File: src/source/cpu_pkg.sv
package cpu_pkg;
	typedef logic [31:0] data_t;
	typedef logic [9:0] pc_t; // IMEM word address
	typedef logic [7:0] dmem_addr_t; // DMEM word address
	typedef logic [4:0] reg_idx_t;
	typedef logic [3:0] uart_addr_t;

	localparam int IMEM_DEPTH = 1024;
	localparam int DMEM_DEPTH = 256;
	localparam reg_idx_t LINK_REG = 5'd31;

	// UART-lite register map
	localparam uart_addr_t UART_RX_FIFO = 4'h0;
	localparam uart_addr_t UART_TX_FIFO = 4'h4;
	localparam uart_addr_t UART_STAT = 4'h8;
	localparam uart_addr_t UART_CTRL = 4'hC;
	localparam int STAT_RX_VALID = 0; // Status bits
	localparam int STAT_TX_FULL = 3;
	localparam logic [1:0] AXI_OKAY = 2'b00;

	typedef enum logic [2:0] {
		GRP_IMM, GRP_REG, GRP_LOGIC, GRP_MEM, GRP_JUMP, GRP_BRANCH, GRP_IO
	} op_group_e;

	// Sub-operations in bits 28:26
	localparam logic [2:0] SUB_ADD = 3'd0; // GRP_IMM and GRP_REG
	localparam logic [2:0] SUB_SUB = 3'd1;
	localparam logic [2:0] SUB_AND = 3'd0; // GRP_LOGIC
	localparam logic [2:0] SUB_OR = 3'd1;
	localparam logic [2:0] SUB_SRA = 3'd2;
	localparam logic [2:0] SUB_SLA = 3'd3;
	localparam logic [2:0] SUB_LD = 3'd0; // GRP_MEM
	localparam logic [2:0] SUB_ST = 3'd1;
	localparam logic [2:0] SUB_LI = 3'd2;
	localparam logic [2:0] SUB_LIS = 3'd3;
	localparam logic [2:0] SUB_J = 3'd0; // GRP_JUMP
	localparam logic [2:0] SUB_JR = 3'd1;
	localparam logic [2:0] SUB_BL = 3'd2;
	localparam logic [2:0] SUB_BLR = 3'd3;
	localparam logic [2:0] SUB_BEQ = 3'd0; // GRP_BRANCH
	localparam logic [2:0] SUB_BLE = 3'd1;
	localparam logic [2:0] SUB_CMP = 3'd2;
	localparam logic [2:0] SUB_BLT = 3'd4;
	// GRP_IO sub-ops 1xx output the byte picked by bits 27:26

	typedef enum logic [2:0] {ADD, SUB, AND, OR, SRA, SLA} alu_op_e;

	typedef enum logic [2:0] {
		IDLE, FETCH, DECODE, EXEC, MEM, OUT_POLL, OUT_WRITE
	} core_state_e;

	typedef enum logic [1:0] {POLL, READ, WRITE, DONE} loader_state_e;
endpackage

File: src/source/axil_if.sv
`timescale 1ns/10ps

interface axil_if;
	cpu_pkg::uart_addr_t araddr;
	logic arvalid;
	logic arready;
	cpu_pkg::data_t rdata;
	logic [1:0] rresp;
	logic rvalid;
	logic rready;
	cpu_pkg::uart_addr_t awaddr;
	logic awvalid;
	logic awready;
	cpu_pkg::data_t wdata;
	logic [3:0] wstrb;
	logic wvalid;
	logic wready;
	logic [1:0] bresp;
	logic bvalid;
	logic bready;

	modport master (
		output araddr, arvalid, rready, awaddr, awvalid, wdata, wstrb, wvalid, bready,
		input arready, rdata, rresp, rvalid, awready, wready, bresp, bvalid
	);
	modport slave (
		input araddr, arvalid, rready, awaddr, awvalid, wdata, wstrb, wvalid, bready,
		output arready, rdata, rresp, rvalid, awready, wready, bresp, bvalid
	);
endinterface

File: src/source/uart_arbiter.sv
`timescale 1ns/10ps

module uart_arbiter (
	input logic clk,
	input logic rstn,
	axil_if.slave ld_bus,
	axil_if.slave core_bus,
	axil_if.master uart_bus
);
	logic busy; // Transaction open
	logic own_core;
	logic ld_req;
	logic core_req;
	logic sel_core;
	logic ld_gnt;
	logic core_gnt;

	assign ld_req = ld_bus.arvalid || ld_bus.awvalid;
	assign core_req = core_bus.arvalid || core_bus.awvalid;
	// Loader wins ties when idle
	assign sel_core = busy ? own_core : !ld_req;
	assign ld_gnt = !sel_core && (busy || ld_req);
	assign core_gnt = sel_core && (busy || core_req);

	always_ff @(posedge clk) begin
		if (!rstn) begin
			busy <= 1'b0;
			own_core <= 1'b0;
		end else if (!busy) begin
			if (ld_req || core_req) begin
				busy <= 1'b1;
				own_core <= sel_core;
			end
		end else if ((uart_bus.rvalid && uart_bus.rready) ||
				(uart_bus.bvalid && uart_bus.bready)) begin
			busy <= 1'b0;
		end
	end

	assign uart_bus.araddr = sel_core ? core_bus.araddr : ld_bus.araddr;
	assign uart_bus.arvalid = sel_core ? core_bus.arvalid : ld_bus.arvalid;
	assign uart_bus.rready = sel_core ? core_bus.rready : ld_bus.rready;
	assign uart_bus.awaddr = sel_core ? core_bus.awaddr : ld_bus.awaddr;
	assign uart_bus.awvalid = sel_core ? core_bus.awvalid : ld_bus.awvalid;
	assign uart_bus.wdata = sel_core ? core_bus.wdata : ld_bus.wdata;
	assign uart_bus.wstrb = sel_core ? core_bus.wstrb : ld_bus.wstrb;
	assign uart_bus.wvalid = sel_core ? core_bus.wvalid : ld_bus.wvalid;
	assign uart_bus.bready = sel_core ? core_bus.bready : ld_bus.bready;

	// Handshakes only reach the owner
	assign ld_bus.arready = uart_bus.arready && ld_gnt;
	assign ld_bus.rvalid = uart_bus.rvalid && ld_gnt;
	assign ld_bus.awready = uart_bus.awready && ld_gnt;
	assign ld_bus.wready = uart_bus.wready && ld_gnt;
	assign ld_bus.bvalid = uart_bus.bvalid && ld_gnt;
	assign core_bus.arready = uart_bus.arready && core_gnt;
	assign core_bus.rvalid = uart_bus.rvalid && core_gnt;
	assign core_bus.awready = uart_bus.awready && core_gnt;
	assign core_bus.wready = uart_bus.wready && core_gnt;
	assign core_bus.bvalid = uart_bus.bvalid && core_gnt;

	assign ld_bus.rdata = uart_bus.rdata;
	assign ld_bus.rresp = uart_bus.rresp;
	assign ld_bus.bresp = uart_bus.bresp;
	assign core_bus.rdata = uart_bus.rdata;
	assign core_bus.rresp = uart_bus.rresp;
	assign core_bus.bresp = uart_bus.bresp;
endmodule

File: src/flat_wrapper.sv
// flat-port wrapper written by rule: the top's interface ports become plain ports
module uart_arbiter_flat 
  (clk, rstn, ld_bus_araddr, ld_bus_arvalid, ld_bus_rready, ld_bus_awaddr, ld_bus_awvalid, ld_bus_wdata, ld_bus_wstrb, ld_bus_wvalid, ld_bus_bready, ld_bus_arready, ld_bus_rdata, ld_bus_rresp, ld_bus_rvalid, ld_bus_awready, ld_bus_wready, ld_bus_bresp, ld_bus_bvalid, core_bus_araddr, core_bus_arvalid, core_bus_rready, core_bus_awaddr, core_bus_awvalid, core_bus_wdata, core_bus_wstrb, core_bus_wvalid, core_bus_bready, core_bus_arready, core_bus_rdata, core_bus_rresp, core_bus_rvalid, core_bus_awready, core_bus_wready, core_bus_bresp, core_bus_bvalid, uart_bus_araddr, uart_bus_arvalid, uart_bus_rready, uart_bus_awaddr, uart_bus_awvalid, uart_bus_wdata, uart_bus_wstrb, uart_bus_wvalid, uart_bus_bready, uart_bus_arready, uart_bus_rdata, uart_bus_rresp, uart_bus_rvalid, uart_bus_awready, uart_bus_wready, uart_bus_bresp, uart_bus_bvalid);
  axil_if ld_bus_i ();
  axil_if core_bus_i ();
  axil_if uart_bus_i ();
  input logic clk;
  input logic rstn;
  input wire logic [$bits(ld_bus_i.araddr)-1:0] ld_bus_araddr;
  input wire logic [$bits(ld_bus_i.arvalid)-1:0] ld_bus_arvalid;
  input wire logic [$bits(ld_bus_i.rready)-1:0] ld_bus_rready;
  input wire logic [$bits(ld_bus_i.awaddr)-1:0] ld_bus_awaddr;
  input wire logic [$bits(ld_bus_i.awvalid)-1:0] ld_bus_awvalid;
  input wire logic [$bits(ld_bus_i.wdata)-1:0] ld_bus_wdata;
  input wire logic [$bits(ld_bus_i.wstrb)-1:0] ld_bus_wstrb;
  input wire logic [$bits(ld_bus_i.wvalid)-1:0] ld_bus_wvalid;
  input wire logic [$bits(ld_bus_i.bready)-1:0] ld_bus_bready;
  output wire logic [$bits(ld_bus_i.arready)-1:0] ld_bus_arready;
  output wire logic [$bits(ld_bus_i.rdata)-1:0] ld_bus_rdata;
  output wire logic [$bits(ld_bus_i.rresp)-1:0] ld_bus_rresp;
  output wire logic [$bits(ld_bus_i.rvalid)-1:0] ld_bus_rvalid;
  output wire logic [$bits(ld_bus_i.awready)-1:0] ld_bus_awready;
  output wire logic [$bits(ld_bus_i.wready)-1:0] ld_bus_wready;
  output wire logic [$bits(ld_bus_i.bresp)-1:0] ld_bus_bresp;
  output wire logic [$bits(ld_bus_i.bvalid)-1:0] ld_bus_bvalid;
  input wire logic [$bits(core_bus_i.araddr)-1:0] core_bus_araddr;
  input wire logic [$bits(core_bus_i.arvalid)-1:0] core_bus_arvalid;
  input wire logic [$bits(core_bus_i.rready)-1:0] core_bus_rready;
  input wire logic [$bits(core_bus_i.awaddr)-1:0] core_bus_awaddr;
  input wire logic [$bits(core_bus_i.awvalid)-1:0] core_bus_awvalid;
  input wire logic [$bits(core_bus_i.wdata)-1:0] core_bus_wdata;
  input wire logic [$bits(core_bus_i.wstrb)-1:0] core_bus_wstrb;
  input wire logic [$bits(core_bus_i.wvalid)-1:0] core_bus_wvalid;
  input wire logic [$bits(core_bus_i.bready)-1:0] core_bus_bready;
  output wire logic [$bits(core_bus_i.arready)-1:0] core_bus_arready;
  output wire logic [$bits(core_bus_i.rdata)-1:0] core_bus_rdata;
  output wire logic [$bits(core_bus_i.rresp)-1:0] core_bus_rresp;
  output wire logic [$bits(core_bus_i.rvalid)-1:0] core_bus_rvalid;
  output wire logic [$bits(core_bus_i.awready)-1:0] core_bus_awready;
  output wire logic [$bits(core_bus_i.wready)-1:0] core_bus_wready;
  output wire logic [$bits(core_bus_i.bresp)-1:0] core_bus_bresp;
  output wire logic [$bits(core_bus_i.bvalid)-1:0] core_bus_bvalid;
  output wire logic [$bits(uart_bus_i.araddr)-1:0] uart_bus_araddr;
  output wire logic [$bits(uart_bus_i.arvalid)-1:0] uart_bus_arvalid;
  output wire logic [$bits(uart_bus_i.rready)-1:0] uart_bus_rready;
  output wire logic [$bits(uart_bus_i.awaddr)-1:0] uart_bus_awaddr;
  output wire logic [$bits(uart_bus_i.awvalid)-1:0] uart_bus_awvalid;
  output wire logic [$bits(uart_bus_i.wdata)-1:0] uart_bus_wdata;
  output wire logic [$bits(uart_bus_i.wstrb)-1:0] uart_bus_wstrb;
  output wire logic [$bits(uart_bus_i.wvalid)-1:0] uart_bus_wvalid;
  output wire logic [$bits(uart_bus_i.bready)-1:0] uart_bus_bready;
  input wire logic [$bits(uart_bus_i.arready)-1:0] uart_bus_arready;
  input wire logic [$bits(uart_bus_i.rdata)-1:0] uart_bus_rdata;
  input wire logic [$bits(uart_bus_i.rresp)-1:0] uart_bus_rresp;
  input wire logic [$bits(uart_bus_i.rvalid)-1:0] uart_bus_rvalid;
  input wire logic [$bits(uart_bus_i.awready)-1:0] uart_bus_awready;
  input wire logic [$bits(uart_bus_i.wready)-1:0] uart_bus_wready;
  input wire logic [$bits(uart_bus_i.bresp)-1:0] uart_bus_bresp;
  input wire logic [$bits(uart_bus_i.bvalid)-1:0] uart_bus_bvalid;
  assign ld_bus_i.araddr = ld_bus_araddr;
  assign ld_bus_i.arvalid = ld_bus_arvalid;
  assign ld_bus_i.rready = ld_bus_rready;
  assign ld_bus_i.awaddr = ld_bus_awaddr;
  assign ld_bus_i.awvalid = ld_bus_awvalid;
  assign ld_bus_i.wdata = ld_bus_wdata;
  assign ld_bus_i.wstrb = ld_bus_wstrb;
  assign ld_bus_i.wvalid = ld_bus_wvalid;
  assign ld_bus_i.bready = ld_bus_bready;
  assign ld_bus_arready = ld_bus_i.arready;
  assign ld_bus_rdata = ld_bus_i.rdata;
  assign ld_bus_rresp = ld_bus_i.rresp;
  assign ld_bus_rvalid = ld_bus_i.rvalid;
  assign ld_bus_awready = ld_bus_i.awready;
  assign ld_bus_wready = ld_bus_i.wready;
  assign ld_bus_bresp = ld_bus_i.bresp;
  assign ld_bus_bvalid = ld_bus_i.bvalid;
  assign core_bus_i.araddr = core_bus_araddr;
  assign core_bus_i.arvalid = core_bus_arvalid;
  assign core_bus_i.rready = core_bus_rready;
  assign core_bus_i.awaddr = core_bus_awaddr;
  assign core_bus_i.awvalid = core_bus_awvalid;
  assign core_bus_i.wdata = core_bus_wdata;
  assign core_bus_i.wstrb = core_bus_wstrb;
  assign core_bus_i.wvalid = core_bus_wvalid;
  assign core_bus_i.bready = core_bus_bready;
  assign core_bus_arready = core_bus_i.arready;
  assign core_bus_rdata = core_bus_i.rdata;
  assign core_bus_rresp = core_bus_i.rresp;
  assign core_bus_rvalid = core_bus_i.rvalid;
  assign core_bus_awready = core_bus_i.awready;
  assign core_bus_wready = core_bus_i.wready;
  assign core_bus_bresp = core_bus_i.bresp;
  assign core_bus_bvalid = core_bus_i.bvalid;
  assign uart_bus_araddr = uart_bus_i.araddr;
  assign uart_bus_arvalid = uart_bus_i.arvalid;
  assign uart_bus_rready = uart_bus_i.rready;
  assign uart_bus_awaddr = uart_bus_i.awaddr;
  assign uart_bus_awvalid = uart_bus_i.awvalid;
  assign uart_bus_wdata = uart_bus_i.wdata;
  assign uart_bus_wstrb = uart_bus_i.wstrb;
  assign uart_bus_wvalid = uart_bus_i.wvalid;
  assign uart_bus_bready = uart_bus_i.bready;
  assign uart_bus_i.arready = uart_bus_arready;
  assign uart_bus_i.rdata = uart_bus_rdata;
  assign uart_bus_i.rresp = uart_bus_rresp;
  assign uart_bus_i.rvalid = uart_bus_rvalid;
  assign uart_bus_i.awready = uart_bus_awready;
  assign uart_bus_i.wready = uart_bus_wready;
  assign uart_bus_i.bresp = uart_bus_bresp;
  assign uart_bus_i.bvalid = uart_bus_bvalid;
  uart_arbiter u_core (.clk(clk), .rstn(rstn), .ld_bus(ld_bus_i), .core_bus(core_bus_i), .uart_bus(uart_bus_i));
endmodule
File: config.mk
export PLATFORM = sky130hd
export DESIGN_NAME = uart_arbiter_flat
export DESIGN_NICKNAME = d
export VERILOG_FILES = /design/src/source/cpu_pkg.sv /design/src/source/axil_if.sv /design/src/source/uart_arbiter.sv /design/src/flat_wrapper.sv
export SDC_FILE = /design/constraint.sdc
export NUM_CORES = 1
export LEC_CHECK = 0
export ABC_AREA = 1
export BUFFER_PORTS_ARGS = -buffer_cell sky130_fd_sc_hd__buf_2
export CAP_MARGIN = 20
export CORE_AREA = 4 4 103 105
export DETAILED_ROUTE_END_ITERATION = 6
export DIE_AREA = 0 0 107 109
export PLACE_DENSITY_LB_ADDON = 0.05
export SYNTH_ARGS = -nofsm -noshare
export SYNTH_HDL_FRONTEND = slang
export SYNTH_SLANG_ARGS = --single-unit
File: constraint.sdc
create_clock -name clk -period 3.6 [get_ports clk]
set_clock_uncertainty 0.15 [all_clocks]
set_input_delay 0.18 -clock clk [delete_from_list [all_inputs] [get_ports clk]]
set_output_delay 0.18 -clock clk [all_outputs]
set_load 0.005 [all_outputs]
==> impl_metrics.ini <==
[setup_path]
arrival_ps = 2200
critPathLaunchType = register
worstSetupPathType = register to primary output
endpoint_kind = primary output
required_ps = 3270
worstPathMaxFanout = 55

[detailed_routing]
drt_iter0_markers = 87
vias = 1705
wire_per_inst_um = 11.6
firstDrtPassIters = 4
routed_via_density = 3.50
drc_errors = 0
ant_nets = 0
routed_wl_um = 5660

[global_routing]
grt_max_degree = 56
overflow = 0
antenna_found_initial = 0
grt_pass1_vias = 1766
grtUsageTotal_pct = 8.99
grt_first_pass_wirelength_um = 8620

[die]
die_h_um = 109
die_w_um = 107
core.rowCount = 36
initial_core_util_pct = 14.3
die_area_mm2 = 0.0117
fp.coreArea_mm2 = 0.00964
pin_count = 272

[placed_design]
dpl.hpwl_um = 4680
numPortBuffers = 163
dpl_cell_area_mm2 = 0.00175
place_congestion = 0.679

[job]
maxCapViolations = 0

[yosys]
synth_edf_count = 0
synth.distinct_cells = 15
synth_area_mm2 = 0.00138
synth.most_common_cell = nand2_1
synthTopCellsByCount = 148 x nand2_1, 72 x buf_4, 12 x nor2_1
yosys.area.top_type = nand2_1
synth-warning-count = 0
syn_inst = 270
synth_seq_cells = 2
syn_avg_cell_area_um2 = 5.10
synth.top_cell.area_share_pct = 40.4
synthFlopType = dfxtp_1
synthesis.nets = 411
synth-seq-area-share_pct = 2.91
async_flop_share_pct = 0
synth_area_leaders = nand2_1 40%, buf_4 39%, nor2_1 3.3%

[clocking]
cts_resized = 0
insertion_delay_ps = 210
htreeDepth = 1
clock_tree.buffer_depth = 2
cts_buffers = 3
root_buffer = clkbuf_8
clock_sinks = 2
path_clk_slew_ps = 30
post_cts_buffers = 0
cts_hold_buf = 0
tritoncts = yes

[final_layout]
layout.nets = 497
diodes = 0
finish.instance_area_mm2 = 0.00179
layout-drive-gt1-share_pct = 48.0
area_delta_synth_final_pct = 30.1

[power]
p_leak_nw = 1.22
power_density_mw_per_mm2 = 185
vdd.ir_drop.worst_mv = 0.285
p_total_w = 0.000332

[timing]
fmax_mhz = 395
hold_viol = 0
relSlewSlack_pct = 45.0
finalSetupViolCount = 0
period_needed_ps = 2530
slew_violations = 0
tns_ps = 0
finalCritPeriodShare_pct = 70.3
worst_pin_slew_ps = 824
rsz0062_at_grt = false

[run_status]
status = complete, no violations

[worst_hold_path]
min_path_type = input pin to register
-- path summary, 6_finish.rpt --
check	start	endpoint	slack (ps)	cells after the start
hold reg to reg	u_core.own_core	u_core.own_core	340	2
hold / removal	rstn	u_core.busy	80	3
setup / recovery	u_core.busy	uart_bus_wdata[22]	1070	7
setup reg to reg	u_core.busy	u_core.own_core	1540	4
-- placed cells by master, fill, tap and decap left out --
cell,instances
a211oi_1,1
clkbuf_8,3
inv_2,2
nand2_1,148
and2_1,2
nand3_1,6
buf_2,163
a21oi_1,1
nand2_2,1
nor2_1,12
dfxtp_1,2
nand2_4,1
o21ai_0,1
inv_1,11
-- per-layer routing --
layer | up-vias | global-route usage, % | wire length [µm]
met5 | - | 0 | 0
met4 | 0 | 3.29 | 206
met3 | 27 | 3.08 | 641
met2 | 98 | 17.6 | 2970
met1 | 685 | 8.64 | 1840
li1 | 895 | - | -
-- cell families (layout without fill, tap and decap cells) --
family,after synthesis,after routing,synth area share (%)
DFF,2,2,2.91
and+or+nand+nor,170,170,48.0
AOI/OAI and AO/OA,3,3,1.27
buffers and inverters,95,179,47.8
-- per-stage QoR --
| step | instances | hold slack, ps | util [%] | setup slack [ps] |
|---|---|---|---|---|
| finish | 487 | 76.8 | 18.6 | 1070 |
| detailed placement | 484 | 210 | 18.1 | 1160 |
| global route | 487 | 93.3 | 18.6 | 710 |
| CTS | 487 | 76.8 | 18.6 | 934 |
| floorplan | 270 | 162 | - | 2280 |
| global placement | 484 | 210 | 18.1 | 1130 |
-- state kept, by name, indices dropped and copies added, names as in the netlist --
name / cells
u_core.busy: 1
u_core.own_core: 1
-- worst max-delay path, cell delays in order, from the launching register on --
cell	delay, ps
dfxtp_1	360
inv_2	70
nand2_2	100
nand2_4	340
inv_2	760
nand2_1	100
nand2_1	110
buf_2	120
-- layout make-up --
cell class                 instances  area (µm²)
fill                            1216        7850
timing repair buffer             163         816
multi-input combinational        173         678
clock buffer                       3        41.3
inverter                          13        48.8
tap                              133         166
sequential                         2        40.0
-- report_power, final --
part	total [W]	internal [W]	switching (W)	leakage, nW
sequential	0.0000253	0.0000240	0.00000133	0.0165
clock	0.0000869	0.0000706	0.0000163	0.0216
combinational	0.000219	0.000108	0.000112	1.19
total	0.000332	0.000202	0.000129	1.22
(Power assumes the default switching activity.)
