### src/source/cpu_pkg.sv
package cpu_pkg;
	typedef logic [31:0] data_t;
	typedef logic [9:0] pc_t; // IMEM word address
	typedef logic [7:0] dmem_addr_t; // DMEM word address
	typedef logic [4:0] reg_idx_t;
	typedef logic [3:0] uart_addr_t;

	localparam int IMEM_DEPTH = 1024;
	localparam int DMEM_DEPTH = 256;
	localparam reg_idx_t LINK_REG = 5'd31;

	// UART-lite register map
	localparam uart_addr_t UART_RX_FIFO = 4'h0;
	localparam uart_addr_t UART_TX_FIFO = 4'h4;
	localparam uart_addr_t UART_STAT = 4'h8;
	localparam uart_addr_t UART_CTRL = 4'hC;
	localparam int STAT_RX_VALID = 0; // Status bits
	localparam int STAT_TX_FULL = 3;
	localparam logic [1:0] AXI_OKAY = 2'b00;

	typedef enum logic [2:0] {
		GRP_IMM, GRP_REG, GRP_LOGIC, GRP_MEM, GRP_JUMP, GRP_BRANCH, GRP_IO
	} op_group_e;

	// Sub-operations in bits 28:26
	localparam logic [2:0] SUB_ADD = 3'd0; // GRP_IMM and GRP_REG
	localparam logic [2:0] SUB_SUB = 3'd1;
	localparam logic [2:0] SUB_AND = 3'd0; // GRP_LOGIC
	localparam logic [2:0] SUB_OR = 3'd1;
	localparam logic [2:0] SUB_SRA = 3'd2;
	localparam logic [2:0] SUB_SLA = 3'd3;
	localparam logic [2:0] SUB_LD = 3'd0; // GRP_MEM
	localparam logic [2:0] SUB_ST = 3'd1;
	localparam logic [2:0] SUB_LI = 3'd2;
	localparam logic [2:0] SUB_LIS = 3'd3;
	localparam logic [2:0] SUB_J = 3'd0; // GRP_JUMP
	localparam logic [2:0] SUB_JR = 3'd1;
	localparam logic [2:0] SUB_BL = 3'd2;
	localparam logic [2:0] SUB_BLR = 3'd3;
	localparam logic [2:0] SUB_BEQ = 3'd0; // GRP_BRANCH
	localparam logic [2:0] SUB_BLE = 3'd1;
	localparam logic [2:0] SUB_CMP = 3'd2;
	localparam logic [2:0] SUB_BLT = 3'd4;
	// GRP_IO sub-ops 1xx output the byte picked by bits 27:26

	typedef enum logic [2:0] {ADD, SUB, AND, OR, SRA, SLA} alu_op_e;

	typedef enum logic [2:0] {
		IDLE, FETCH, DECODE, EXEC, MEM, OUT_POLL, OUT_WRITE
	} core_state_e;

	typedef enum logic [1:0] {POLL, READ, WRITE, DONE} loader_state_e;
endpackage

### src/source/axil_if.sv
`timescale 1ns/10ps

interface axil_if;
	cpu_pkg::uart_addr_t araddr;
	logic arvalid;
	logic arready;
	cpu_pkg::data_t rdata;
	logic [1:0] rresp;
	logic rvalid;
	logic rready;
	cpu_pkg::uart_addr_t awaddr;
	logic awvalid;
	logic awready;
	cpu_pkg::data_t wdata;
	logic [3:0] wstrb;
	logic wvalid;
	logic wready;
	logic [1:0] bresp;
	logic bvalid;
	logic bready;

	modport master (
		output araddr, arvalid, rready, awaddr, awvalid, wdata, wstrb, wvalid, bready,
		input arready, rdata, rresp, rvalid, awready, wready, bresp, bvalid
	);
	modport slave (
		input araddr, arvalid, rready, awaddr, awvalid, wdata, wstrb, wvalid, bready,
		output arready, rdata, rresp, rvalid, awready, wready, bresp, bvalid
	);
endinterface

### src/source/boot_loader.sv
`timescale 1ns/10ps

module boot_loader (
	input logic clk,
	input logic rstn,
	input logic load_start,
	input logic run_start,
	axil_if.master bus,
	output logic imem_we,
	output cpu_pkg::pc_t imem_waddr,
	output cpu_pkg::data_t imem_wdata
);
	cpu_pkg::loader_state_e state;
	cpu_pkg::pc_t wptr;
	cpu_pkg::data_t word;
	logic [1:0] cnt; // Bytes held in word
	logic rd_open;
	logic stop; // run_start seen mid transaction

	assign imem_we = (state == cpu_pkg::WRITE);
	assign imem_waddr = wptr;
	assign imem_wdata = word;

	// No writes from the loader
	assign bus.awaddr = '0;
	assign bus.awvalid = 1'b0;
	assign bus.wdata = '0;
	assign bus.wstrb = '0;
	assign bus.wvalid = 1'b0;
	assign bus.bready = 1'b0;

	always_ff @(posedge clk) begin
		if (!rstn) begin
			state <= cpu_pkg::DONE; // Idle until load_start
			wptr <= '0;
			cnt <= '0;
			rd_open <= 1'b0;
			stop <= 1'b0;
			bus.arvalid <= 1'b0;
			bus.rready <= 1'b0;
		end else begin
			if (bus.arready)
				bus.arvalid <= 1'b0;
			if (run_start)
				stop <= 1'b1;
			case (state)
				cpu_pkg::DONE: if (load_start && !run_start) begin
					stop <= 1'b0;
					wptr <= '0;
					cnt <= '0;
					state <= cpu_pkg::POLL;
				end
				cpu_pkg::WRITE: begin
					wptr <= wptr + 1'b1;
					state <= cpu_pkg::POLL;
				end
				default: begin // POLL and READ
					if (!rd_open) begin
						if (stop || run_start) begin
							state <= cpu_pkg::DONE;
						end else begin
							bus.arvalid <= 1'b1;
							bus.araddr <= (state == cpu_pkg::READ) ?
								cpu_pkg::UART_RX_FIFO : cpu_pkg::UART_STAT;
							bus.rready <= 1'b1;
							rd_open <= 1'b1;
						end
					end else if (bus.rvalid) begin
						bus.rready <= 1'b0;
						rd_open <= 1'b0;
						if (state == cpu_pkg::POLL) begin
							if (bus.rresp == cpu_pkg::AXI_OKAY &&
									bus.rdata[cpu_pkg::STAT_RX_VALID])
								state <= cpu_pkg::READ;
						end else begin
							state <= cpu_pkg::POLL;
							if (bus.rresp == cpu_pkg::AXI_OKAY) begin
								word <= {bus.rdata[7:0], word[31:8]}; // First byte ends low
								cnt <= cnt + 1'b1;
								if (cnt == 2'd3)
									state <= cpu_pkg::WRITE;
							end
						end
					end
				end
			endcase
		end
	end
endmodule

### src/flat_wrapper.sv
// flat-port wrapper written by rule: the top's interface ports become plain ports
module boot_loader_flat 
  (clk, rstn, load_start, run_start, imem_we, imem_waddr, imem_wdata, bus_araddr, bus_arvalid, bus_rready, bus_awaddr, bus_awvalid, bus_wdata, bus_wstrb, bus_wvalid, bus_bready, bus_arready, bus_rdata, bus_rresp, bus_rvalid, bus_awready, bus_wready, bus_bresp, bus_bvalid);
  axil_if bus_i ();
  input logic clk;
  input logic rstn;
  input logic load_start;
  input logic run_start;
  output logic imem_we;
  output cpu_pkg::pc_t imem_waddr;
  output cpu_pkg::data_t imem_wdata;
  output wire logic [$bits(bus_i.araddr)-1:0] bus_araddr;
  output wire logic [$bits(bus_i.arvalid)-1:0] bus_arvalid;
  output wire logic [$bits(bus_i.rready)-1:0] bus_rready;
  output wire logic [$bits(bus_i.awaddr)-1:0] bus_awaddr;
  output wire logic [$bits(bus_i.awvalid)-1:0] bus_awvalid;
  output wire logic [$bits(bus_i.wdata)-1:0] bus_wdata;
  output wire logic [$bits(bus_i.wstrb)-1:0] bus_wstrb;
  output wire logic [$bits(bus_i.wvalid)-1:0] bus_wvalid;
  output wire logic [$bits(bus_i.bready)-1:0] bus_bready;
  input wire logic [$bits(bus_i.arready)-1:0] bus_arready;
  input wire logic [$bits(bus_i.rdata)-1:0] bus_rdata;
  input wire logic [$bits(bus_i.rresp)-1:0] bus_rresp;
  input wire logic [$bits(bus_i.rvalid)-1:0] bus_rvalid;
  input wire logic [$bits(bus_i.awready)-1:0] bus_awready;
  input wire logic [$bits(bus_i.wready)-1:0] bus_wready;
  input wire logic [$bits(bus_i.bresp)-1:0] bus_bresp;
  input wire logic [$bits(bus_i.bvalid)-1:0] bus_bvalid;
  assign bus_araddr = bus_i.araddr;
  assign bus_arvalid = bus_i.arvalid;
  assign bus_rready = bus_i.rready;
  assign bus_awaddr = bus_i.awaddr;
  assign bus_awvalid = bus_i.awvalid;
  assign bus_wdata = bus_i.wdata;
  assign bus_wstrb = bus_i.wstrb;
  assign bus_wvalid = bus_i.wvalid;
  assign bus_bready = bus_i.bready;
  assign bus_i.arready = bus_arready;
  assign bus_i.rdata = bus_rdata;
  assign bus_i.rresp = bus_rresp;
  assign bus_i.rvalid = bus_rvalid;
  assign bus_i.awready = bus_awready;
  assign bus_i.wready = bus_wready;
  assign bus_i.bresp = bus_bresp;
  assign bus_i.bvalid = bus_bvalid;
  boot_loader u_core (.clk(clk), .rstn(rstn), .load_start(load_start), .run_start(run_start), .bus(bus_i), .imem_we(imem_we), .imem_waddr(imem_waddr), .imem_wdata(imem_wdata));
endmodule
### config.mk
export PLATFORM = sky130hd
export DESIGN_NAME = boot_loader_flat
export DESIGN_NICKNAME = d
export VERILOG_FILES = /design/src/source/cpu_pkg.sv /design/src/source/axil_if.sv /design/src/source/boot_loader.sv /design/src/flat_wrapper.sv
export SDC_FILE = /design/constraint.sdc
export NUM_CORES = 1
export LEC_CHECK = 0
export BUFFER_PORTS_ARGS = -buffer_cell sky130_fd_sc_hd__buf_2
export CELL_PAD_IN_SITES_DETAIL_PLACEMENT = 0
export CELL_PAD_IN_SITES_GLOBAL_PLACEMENT = 1
export CORE_ASPECT_RATIO = 1.75
export CORE_MARGIN = 10
export CORE_UTILIZATION = 25
export CTS_BUF_LIST = sky130_fd_sc_hd__clkbuf_2
export DETAILED_ROUTE_END_ITERATION = 16
export PLACE_DENSITY = 0.8
export SLEW_MARGIN = 20
export SYNTH_ARGS = -nofsm -noshare
export SYNTH_HDL_FRONTEND = slang
export SYNTH_SLANG_ARGS = --single-unit
### constraint.sdc
create_clock -name clk -period 2.1 [get_ports clk]
set_input_delay 0.105 -clock clk [delete_from_list [all_inputs] [get_ports clk]]
set_output_delay 0.105 -clock clk [all_outputs]
set_load 0.03 [all_outputs]
==> flow_summary.json, run 1 <==
{
  "p_leak_nw": 1.14,
  "path_class": "flop to flop",
  "crit_slowest_cell": "dlygate4sd3_1",
  "overflow": 0,
  "viasPerCell": 3.94,
  "wl_um": 4800,
  "grt_pass1_wl_um": 7840,
  "cpLargestDelayFamily": "buffers and inverters",
  "reg2reg_from": "u_core.state[1]$_SDFFE_PN1P_",
  "diodes": 0,
  "async_flop_share_pct": 0,
  "peakVddDrop_mv": 0.378,
  "whs_ns": 0.0582,
  "grt_use_met3_pct": 4.02,
  "hold_viol": 0,
  "drive_gt1_share_pct": 28.7,
  "grt_antenna_before_repair": 0,
  "fin_worst_skew_ns": 0.0256,
  "ant_nets": 0,
  "use_met1_pct": 6.99,
  "yosys_warnings": 0,
  "grt_pass1_vias": 1541,
  "max_clock_freq_mhz": 539,
  "first_pass_iters": 4,
  "syn_area_um2": 2260,
  "postSynthCellCount": 184,
  "slew_violations": 0,
  "syn_area_per_cell_um2": 12.3,
  "mostFrequentLayoutCells": "buf_2 (61), conb_1 (46), edfxtp_1 (33)",
  "rrSetupSlack_ns": 0.24,
  "core_um2": 8780,
  "postCtsSetupRepairBufs": 0,
  "port_buffers": 61,
  "gp_congestion": 0.769,
  "outcome": "finished clean",
  "min_from": "bus_rvalid",
  "cp_slowest_stage_delay_ns": 0.61,
  "grt_max_degree": 33,
  "setup_viol_count_final": 0,
  "final_common_cell": "buf_2",
  "hold_class": "primary input to flop",
  "placement_rows": 45,
  "clock_path_buffers": 2,
  "cp-start-kind": "flop",
  "r2r_cells": 5,
  "ys_seq_area_share_pct": 59.7,
  "tns_ns": 0,
  "vias": 1504,
  "numCtsBuffers": 5,
  "r2r-end": "u_core.cnt[1]$_SDFFE_PN0P_",
  "rsz0062_at_grt": "false",
  "crit_path_max_fanout": 7,
  "drv_cap": 0,
  "synth_edf_count": 33,
  "ys_types": 38,
  "period_minus_slack_ns": 1.86,
  "die-area_um2": 13400,
  "wire_per_inst_um": 12.6,
  "power.density_nw_per_um2": 666,
  "clock_latency_ns": 0.44,
  "drt_iter0_drc": 47,
  "synth_seq_cells": 51,
  "ios": 137,
  "syn2layout_area_growth_pct": 21.3,
  "fillers": 928,
  "dp_hpwl_um": 3840,
  "initial_core_util_pct": 25.8,
  "grt_use_met2_pct": 11.8,
  "crit_arrival_ns": 2.23,
  "synth-main-ff-cell": "edfxtp_1",
  "cts_tree": "done",
  "drc": 0,
  "busiest_layer": "met2",
  "cts_sinks": 51,
  "finalCritPeriodShare_pct": 88.4,
  "ctsResizeCount": 0,
  "worstHoldEndpoint": "u_core.rd_open$_SDFFE_PN0N_",
  "grtUsageTotal_pct": 7.19,
  "cts_root_buf": "clkbuf_2",
  "end_kind": "flop",
  "hold_buffers": 14,
  "hold_depth": 4,
  "path_clk_slew_ns": 0.26,
  "required_ns": 2.47,
  "path_buf_inv": 1,
  "final_util_pct": 31.3,
  "die_w_um": 91.9,
  "htree_levels": 2,
  "layout.nets": 311,
  "die_y_um": 146,
  "crit_path_cell_trace": "nand2b_1 -> nor4_1 -> dlygate4sd3_1 -> nand2_1 -> a21boi_0"
}
==> stage by stage <==
stage / cell area, um2 / cells / power, W / setup slack, ns
final: 2750 / 382 / 0.00183 / 0.243
after global placement: 2540 / 360 / 0.00132 / 0.393
after floorplan: 2430 / 229 / 0.00135 / 0.0295
after CTS: 2750 / 382 / 0.00185 / 0.305
after detailed placement: 2540 / 360 / 0.00132 / 0.370
after global routing: 2750 / 382 / 0.00192 / 0.120
==> how the worst max path moves through the flow <==
stage,slack (ns),endpoint,startpoint,cells after the start
after global routing,0.12,u_core.cnt[1]$_SDFFE_PN0P_,u_core.state[1]$_SDFFE_PN1P_,5
after CTS,0.30,u_core.cnt[1]$_SDFFE_PN0P_,u_core.state[1]$_SDFFE_PN1P_,5
final,0.24,u_core.cnt[1]$_SDFFE_PN0P_,u_core.state[1]$_SDFFE_PN1P_,5
after floorplan,0.03,u_core.imem_wdata[0]$_DFFE_PP_,u_core.state[1]$_SDFFE_PN1P_,4
after detailed placement,0.37,u_core.imem_waddr[8]$_SDFFE_PN0P_,u_core.state[1]$_SDFFE_PN1P_,4
after global placement,0.39,u_core.imem_waddr[8]$_SDFFE_PN0P_,u_core.state[1]$_SDFFE_PN1P_,4
==> synth_stat cells (all sizes together), types with 3 or more instances <==
library cell,number,area [um2]
buf,49,379
edfxtp,33,991
dfxtp,18,360
nor2,11,41.3
nand2,10,37.5
nand3,6,30.0
a21oi,5,25.0
xnor2,5,43.8
a211oi,4,30.0
and2,4,25.0
inv,4,15.0
nor2b,4,25.0
nor4,3,18.8
==> layout make-up <==
type                            instances  area, um2  area share, %
Clock buffer                            5       25.0          0.912
Clock inverter                          3       42.5           1.55
Inverter                                4       15.0          0.547
Multi-Input combinational cell        123        677           24.7
Sequential cell                        51       1350           49.2
Tap cell                              117        146           5.33
Timing Repair Buffer                   79        488           17.8
==> metal layers <==
layer  routed length (um)  share of wire (%)
met2                 2290                 48
met3                  615                 13
met4                  138                2.9
met1                 1760                 37
met5                    0                  0
==> registers in the layout, indices dropped and copies added (netlist names) <==
register	cells
u_core.imem_waddr	10
u_core.stop	1
u_core.state	2
u_core.bus.rready	1
u_core.rd_open	1
u_core.bus.araddr	1
u_core.bus.arvalid	1
u_core.cnt	2
u_core.imem_wdata	32
==> worst reg2reg max path, delay by kind of cell (launching register included) <==
kind / cells / cell delay [ns]
DFF: 1 / 0.47
buffers and inverters: 1 / 0.61
and+or+nand+nor: 3 / 0.57
AOI/OAI and AO/OA: 1 / 0.13
==> power breakdown <==
part	internal, W	total, W	switching (W)
Combinational	0.0000596	0.000232	0.000172
Sequential	0.00107	0.00109	0.0000164
Clock	0.000202	0.000509	0.000307
==> cells by family after synthesis <==
logic type | count (synthesis) | synth area share (%)
compound gates | 19 | 6.03
xor+xnor | 5 | 1.94
fa+ha+maj | 2 | 1.11
buf+inv | 55 | 17.8
flops | 51 | 59.7
mux | 1 | 0.498
other cells | 1 | 0.166
simple gates | 50 | 12.7
No activity file was read; power rests on OpenSTA's default activity.
==> inputs of run 2 (changes only) <==
Settings changed: ABC_AREA from default to 1, PLACE_DENSITY 0.8 to 0.81.
==> flow_summary.json, run 2 <==
{
  "overflow": 0,
  "grt_pass1_vias": 1629,
  "fin_worst_skew_ns": 0.0336,
  "drv_cap": 0,
  "drc": 0,
  "layout.nets": 356,
  "yosys_warnings": 0,
  "crit_slowest_cell": "dfxtp_1",
  "r2r_cells": 5,
  "ys_seq_area_share_pct": 59.0,
  "syn_area_per_cell_um2": 10.1,
  "hold_class": "primary input to flop",
  "diodes": 0,
  "cpLargestDelayFamily": "flip-flops",
  "gp_congestion": 0.766,
  "peakVddDrop_mv": 0.309,
  "crit_cells": 3,
  "crit_path_cell_trace": "inv_2 -> nor2_4 -> buf_2",
  "crit_arrival_ns": 1.52,
  "wl_um": 5270,
  "grt_max_degree": 34,
  "path_class": "flop to output pin",
  "final_common_cell": "buf_2",
  "path_buf_inv": 2,
  "htree_levels": 2,
  "cp-start-kind": "flop",
  "cts_sinks": 51,
  "crit_path_max_fanout": 7,
  "drive_gt1_share_pct": 26.5,
  "r2r-end": "u_core.imem_wdata[20]$_DFFE_PP_",
  "rsz0062_at_grt": "false",
  "dp_hpwl_um": 4220,
  "numCtsBuffers": 5,
  "min_from": "bus_rresp[0]",
  "whs_ns": 0.0621,
  "period_minus_slack_ns": 1.63,
  "ant_nets": 0,
  "synth_top_area_share_pct": 43.3,
  "power.density_nw_per_um2": 676,
  "largest_reg_flops": 32,
  "yosysMostFrequentCell": "buf_4",
  "synth_top_cell_by_area": "edfxtp_1",
  "required_ns": 2.00,
  "synth_edf_count": 33,
  "initial_core_util_pct": 25.3,
  "path_clk_slew_ns": 0.27,
  "die_y_um": 147,
  "synth-main-ff-cell": "edfxtp_1",
  "yosys-top-cells-area": "edfxtp_1 (43%), dfxtp_1 (16%), buf_4 (15%), nand2_1 (6.6%), nand3_1 (3.9%)",
  "core_um2": 9040,
  "cts_tree": "done",
  "outcome": "finished clean",
  "postSynthCellCount": 226,
  "reg2reg_from": "u_core.state[0]$_SDFFE_PN1P_",
  "max_clock_freq_mhz": 614,
  "drt_iter0_drc": 95,
  "tns_ns": 0,
  "worstHoldEndpoint": "u_core.cnt[1]$_SDFFE_PN0P_",
  "ios": 137,
  "async_flop_share_pct": 0,
  "ys_types": 21,
  "hold_depth": 5,
  "die_w_um": 92.3,
  "grtUsageTotal_pct": 7.45,
  "ctsResizeCount": 0,
  "grt_antenna_before_repair": 0,
  "clock_path_buffers": 2,
  "cp_slowest_stage_delay_ns": 0.54,
  "ys_top_cells_by_count": "buf_4 (46), nand2_1 (40), edfxtp_1 (33)",
  "synth_seq_cells": 51,
  "port_buffers": 61,
  "placement_rows": 46,
  "viasPerCell": 3.76,
  "syn_area_um2": 2290,
  "syn2layout_area_growth_pct": 22.0,
  "setup_viol_count_final": 0,
  "p_leak_nw": 1.25,
  "rrSetupSlack_ns": 0.53,
  "end_kind": "output pin",
  "vias": 1617,
  "first_pass_iters": 4,
  "clock_latency_ns": 0.46,
  "die-area_um2": 13500,
  "mostFrequentLayoutCells": "buf_2 (61), conb_1 (46), nand2_1 (40)",
  "slew_violations": 0,
  "finalCritPeriodShare_pct": 77.5,
  "hold_viol": 0,
  "grt_pass1_wl_um": 8010,
  "wire_per_inst_um": 12.3,
  "cts_root_buf": "clkbuf_2"
}
## run 2: changes by cell type after synthesis, sizes merged, moves of 3 or more
cell	previous run	this run
a211oi	4	0
a21oi	5	11
and2	4	0
buf	49	46
inv	4	21
nand2	10	41
nand3	6	18
nor2	11	25
nor2b	4	0
nor4	3	0
o21ai	0	3
xnor2	5	0
## run 2: final cells by class
cell class / count / area (um2)
tap: 120 / 150
fill: 948 / 6240
clock inverter: 3 / 26.3
inverter: 21 / 78.8
multi-input combinational: 153 / 686
sequential: 51 / 1350
clock buffer: 5 / 25.0
timing repair buffer: 77 / 475
## run 2: worst max-delay path by stage
stage                                      start                               to  slack [ns]
floorplan           u_core.state[0]$_SDFFE_PN1P_   u_core.imem_wdata[0]$_DFFE_PP_        0.08
global placement    u_core.state[0]$_SDFFE_PN1P_  u_core.imem_wdata[30]$_DFFE_PP_        0.62
detailed placement  u_core.state[0]$_SDFFE_PN1P_   u_core.imem_wdata[3]$_DFFE_PP_        0.57
CTS                 u_core.state[1]$_SDFFE_PN1P_                          imem_we        0.44
global route        u_core.state[1]$_SDFFE_PN1P_                          imem_we        0.39
finish              u_core.state[1]$_SDFFE_PN1P_                          imem_we        0.47
## run 2: kinds of logic (layout without fill, tap and decap cells)
family | after synthesis | after routing | synth area share, %
other | 1 | 46 | 0.164
AND/OR/NAND/NOR | 89 | 89 | 17.5
buffers and inverters | 67 | 106 | 18.5
adder cells (fa/ha/maj) | 2 | 2 | 1.09
flip-flops | 51 | 51 | 59.0
AO/OA/AOI/OAI | 16 | 16 | 3.66
## run 2: per-stage QoR
step | total power, W | cells | worst slack [ns] | cell area [um2] | utilization (%)
global route | 0.00198 | 430 | 0.393 | 2790 | 30.9
finish | 0.00189 | 430 | 0.472 | 2790 | 30.9
detailed placement | 0.00145 | 407 | 0.572 | 2590 | 28.7
floorplan | 0.00145 | 271 | 0.0821 | 2460 | -
CTS | 0.00191 | 430 | 0.442 | 2790 | 30.9
global placement | 0.00145 | 407 | 0.619 | 2590 | 28.7
## run 2: repair_timing
item,4_1_cts,5_1_grt
hold buffers,15,0
buffers inserted,0,0
hold endpoints to repair,20,0
## run 2: tightest hold or removal path, stage by stage
cell and delay (ns):
buf_2 0.07, nor2_1 0.06, nand4_2 0.12, nand3_1 0.07, nand2_1 0.06
## run 2: report_power, final
| part | switching [W] | internal, W |
|---|---|---|
| logic | 0.000259 | 0.0000842 |
| clock network | 0.000335 | 0.0000946 |
| registers | 0.0000310 | 0.00108 |
| total | 0.000625 | 0.00126 |
## run 2: routing by layer
| metal | vias up | part of all wire, % | routed length, um | GRT usage (%) |
|---|---|---|---|---|
| li1 | 811 | - | - | - |
| met1 | 718 | 34 | 1780 | 6.53 |
| met2 | 76 | 51 | 2670 | 13.2 |
| met3 | 12 | 13 | 662 | 3.64 |
| met4 | 0 | 2.9 | 155 | 4.42 |
| met5 | - | 0 | 0 | 0 |
==> inputs of run 3 (changes only) <==
Settings changed: PLACE_DENSITY 0.81 to 0.79.
Clock period 2.1 ns to 1.7 ns, I/O delays scaled along.
==> flow_summary.json, run 3 (same netlist as run 2, synthesis figures left out) <==
{
  "clockPowerShare_pct": 25.6,
  "hold_viol": 0,
  "drc": 0,
  "vias": 1631,
  "drive_gt1_share_pct": 27.2,
  "overflow": 0,
  "p_sw_share_pct": 30.5,
  "clock_latency_ns": 0.43,
  "grt_pass1_vias": 1745,
  "fin_worst_skew_ns": 0.00699,
  "numCtsBuffers": 5,
  "cp-start-kind": "flop",
  "p_leak_nw": 1.27,
  "crit_slowest_cell": "dfxtp_1",
  "largest_reg_flops": 32,
  "port_buffers": 61,
  "crit_path_cell_trace": "ha_1 -> inv_1 -> nor2_1 -> nand3_1 -> nor2_4 -> nand2_1 -> nand2_1 -> nor2_1",
  "mostFrequentLayoutCells": "buf_2 (61), conb_1 (46), nand2_1 (40)",
  "power.density_nw_per_um2": 862,
  "end_kind": "flop",
  "tns_ns": 0,
  "core_um2": 9040,
  "period_minus_slack_ns": 1.56,
  "cts_root_buf": "clkbuf_2",
  "drv_cap": 0,
  "viasPerCell": 3.78,
  "ios": 137,
  "dp_hpwl_um": 4260,
  "path_buf_inv": 1,
  "path_clk_slew_ns": 0.25,
  "layout.nets": 359,
  "clock_path_buffers": 2,
  "combPwrFrac_pct": 18.5,
  "setup_ws_ns": 0.135,
  "pre_cts_slack_ns": 0.168,
  "syn2layout_area_growth_pct": 23.7,
  "required_ns": 2.08,
  "wire_per_inst_um": 12.4,
  "initial_core_util_pct": 25.3,
  "slew_violations": 0,
  "final_common_cell": "buf_2",
  "crit_path_max_fanout": 5,
  "setup_viol_count_final": 0,
  "drt_iter0_drc": 93,
  "diodes": 0,
  "switching_power_w": 0.000746,
  "outcome": "finished clean",
  "final_util_pct": 31.3,
  "ant_nets": 0,
  "htree_levels": 2,
  "cpLargestDelayFamily": "simple AND/OR/NAND/NOR gates",
  "p_seq_share_pct": 55.9,
  "wl_um": 5340,
  "hold_class": "primary input to flop",
  "grt_pass1_wl_um": 8600,
  "grt_max_degree": 34,
  "crit_arrival_ns": 1.94,
  "cp_slowest_stage_delay_ns": 0.46,
  "gp_congestion": 0.745,
  "die_w_um": 92.3,
  "path_class": "flop to flop",
  "finalCritPeriodShare_pct": 92.0,
  "cts_tree": "done",
  "placement_rows": 46,
  "die_y_um": 147,
  "total_power_w": 0.00244,
  "cts_sinks": 51,
  "p_int_w": 0.00170,
  "first_pass_iters": 4,
  "max_clock_freq_mhz": 639,
  "grt_antenna_before_repair": 0,
  "postCtsSetupRepairBufs": 0,
  "grtUsageTotal_pct": 7.93,
  "peakVddDrop_mv": 0.325,
  "rsz0062_at_grt": "false",
  "die-area_um2": 13500
}
run 3: cell count changes in the layout (fill, tap and decap cells not counted), sizes merged:
cell / previous run / this run
bufinv: 0 / 1
clkinvlp: 0 / 1
inv: 23 / 21
buf: 62 / 65
clkinv: 1 / 0
run 3: timing repair:
item | 4_1_cts | 5_1_grt
resized for setup | 0 | 1
hold buffers | 15 | 0
endpoints found under the setup margin | 0 | 1
endpoints found under the hold margin | 19 | 0
run 3: through the flow:
stage          hold WS [ns]  cell area [um2]  cells
3_5_place_dp          0.263             2620    410
5_1_grt               0.121             2830    432
3_3_place_gp          0.262             2620    410
2_1_floorplan         0.169             2470    271
4_1_cts              0.0304             2830    432
6_report             0.0657             2830    432
run 3: path summary, 6_finish.rpt:
check | cells past startpoint | slack (ns) | start | to
hold / removal | 5 | 0.07 | bus_rresp[0] | u_core.cnt[1]$_SDFFE_PN0P_
setup reg to reg | 8 | 0.14 | u_core.imem_waddr[0]$_SDFFE_PN0P_ | u_core.imem_waddr[6]$_SDFFE_PN0P_
setup / recovery | 8 | 0.14 | u_core.imem_waddr[0]$_SDFFE_PN0P_ | u_core.imem_waddr[6]$_SDFFE_PN0P_
hold reg to reg | 2 | 0.47 | u_core.bus.rready$_SDFFE_PN0P_ | u_core.bus.rready$_SDFFE_PN0P_
run 3: tightest hold or removal path, cell delays in order:
cell and delay, ns:
buf_2 0.07, nor2_1 0.05, nand4_2 0.14, nand3_1 0.08, nand2_1 0.06
run 3: cell type report:
| type | instances | area [um2] |
|---|---|---|
| Fill cell | 950 | 6200 |
| Clock buffer | 5 | 25.0 |
| Timing Repair Buffer | 80 | 498 |
| Tap cell | 120 | 150 |
| Sequential cell | 51 | 1350 |
| Inverter | 21 | 78.8 |
| Clock inverter | 2 | 37.5 |
| Multi-Input combinational cell | 153 | 691 |
run 3: layer usage:
metal | wire [um] | track usage (%) | part of all wire [%] | vias to the layer above
li1 | - | - | - | 817
met1 | 1760 | 6.83 | 33 | 728
met2 | 2740 | 13.9 | 51 | 77
met3 | 713 | 4.41 | 13 | 9
met4 | 122 | 4.57 | 2.3 | 0
met5 | 0 | 0 | 0 | -
run 3: power by group through the flow:
| stage | clock (W) | sequential (W) | combinational, W |
|---|---|---|---|
| detailed placement | 0 | 0.00139 | 0.000422 |
| global route | 0.000688 | 0.00137 | 0.000502 |
| CTS | 0.000661 | 0.00136 | 0.000450 |
| global placement | 0 | 0.00139 | 0.000414 |
| floorplan | 0 | 0.00142 | 0.000374 |
| finish | 0.000624 | 0.00136 | 0.000453 |
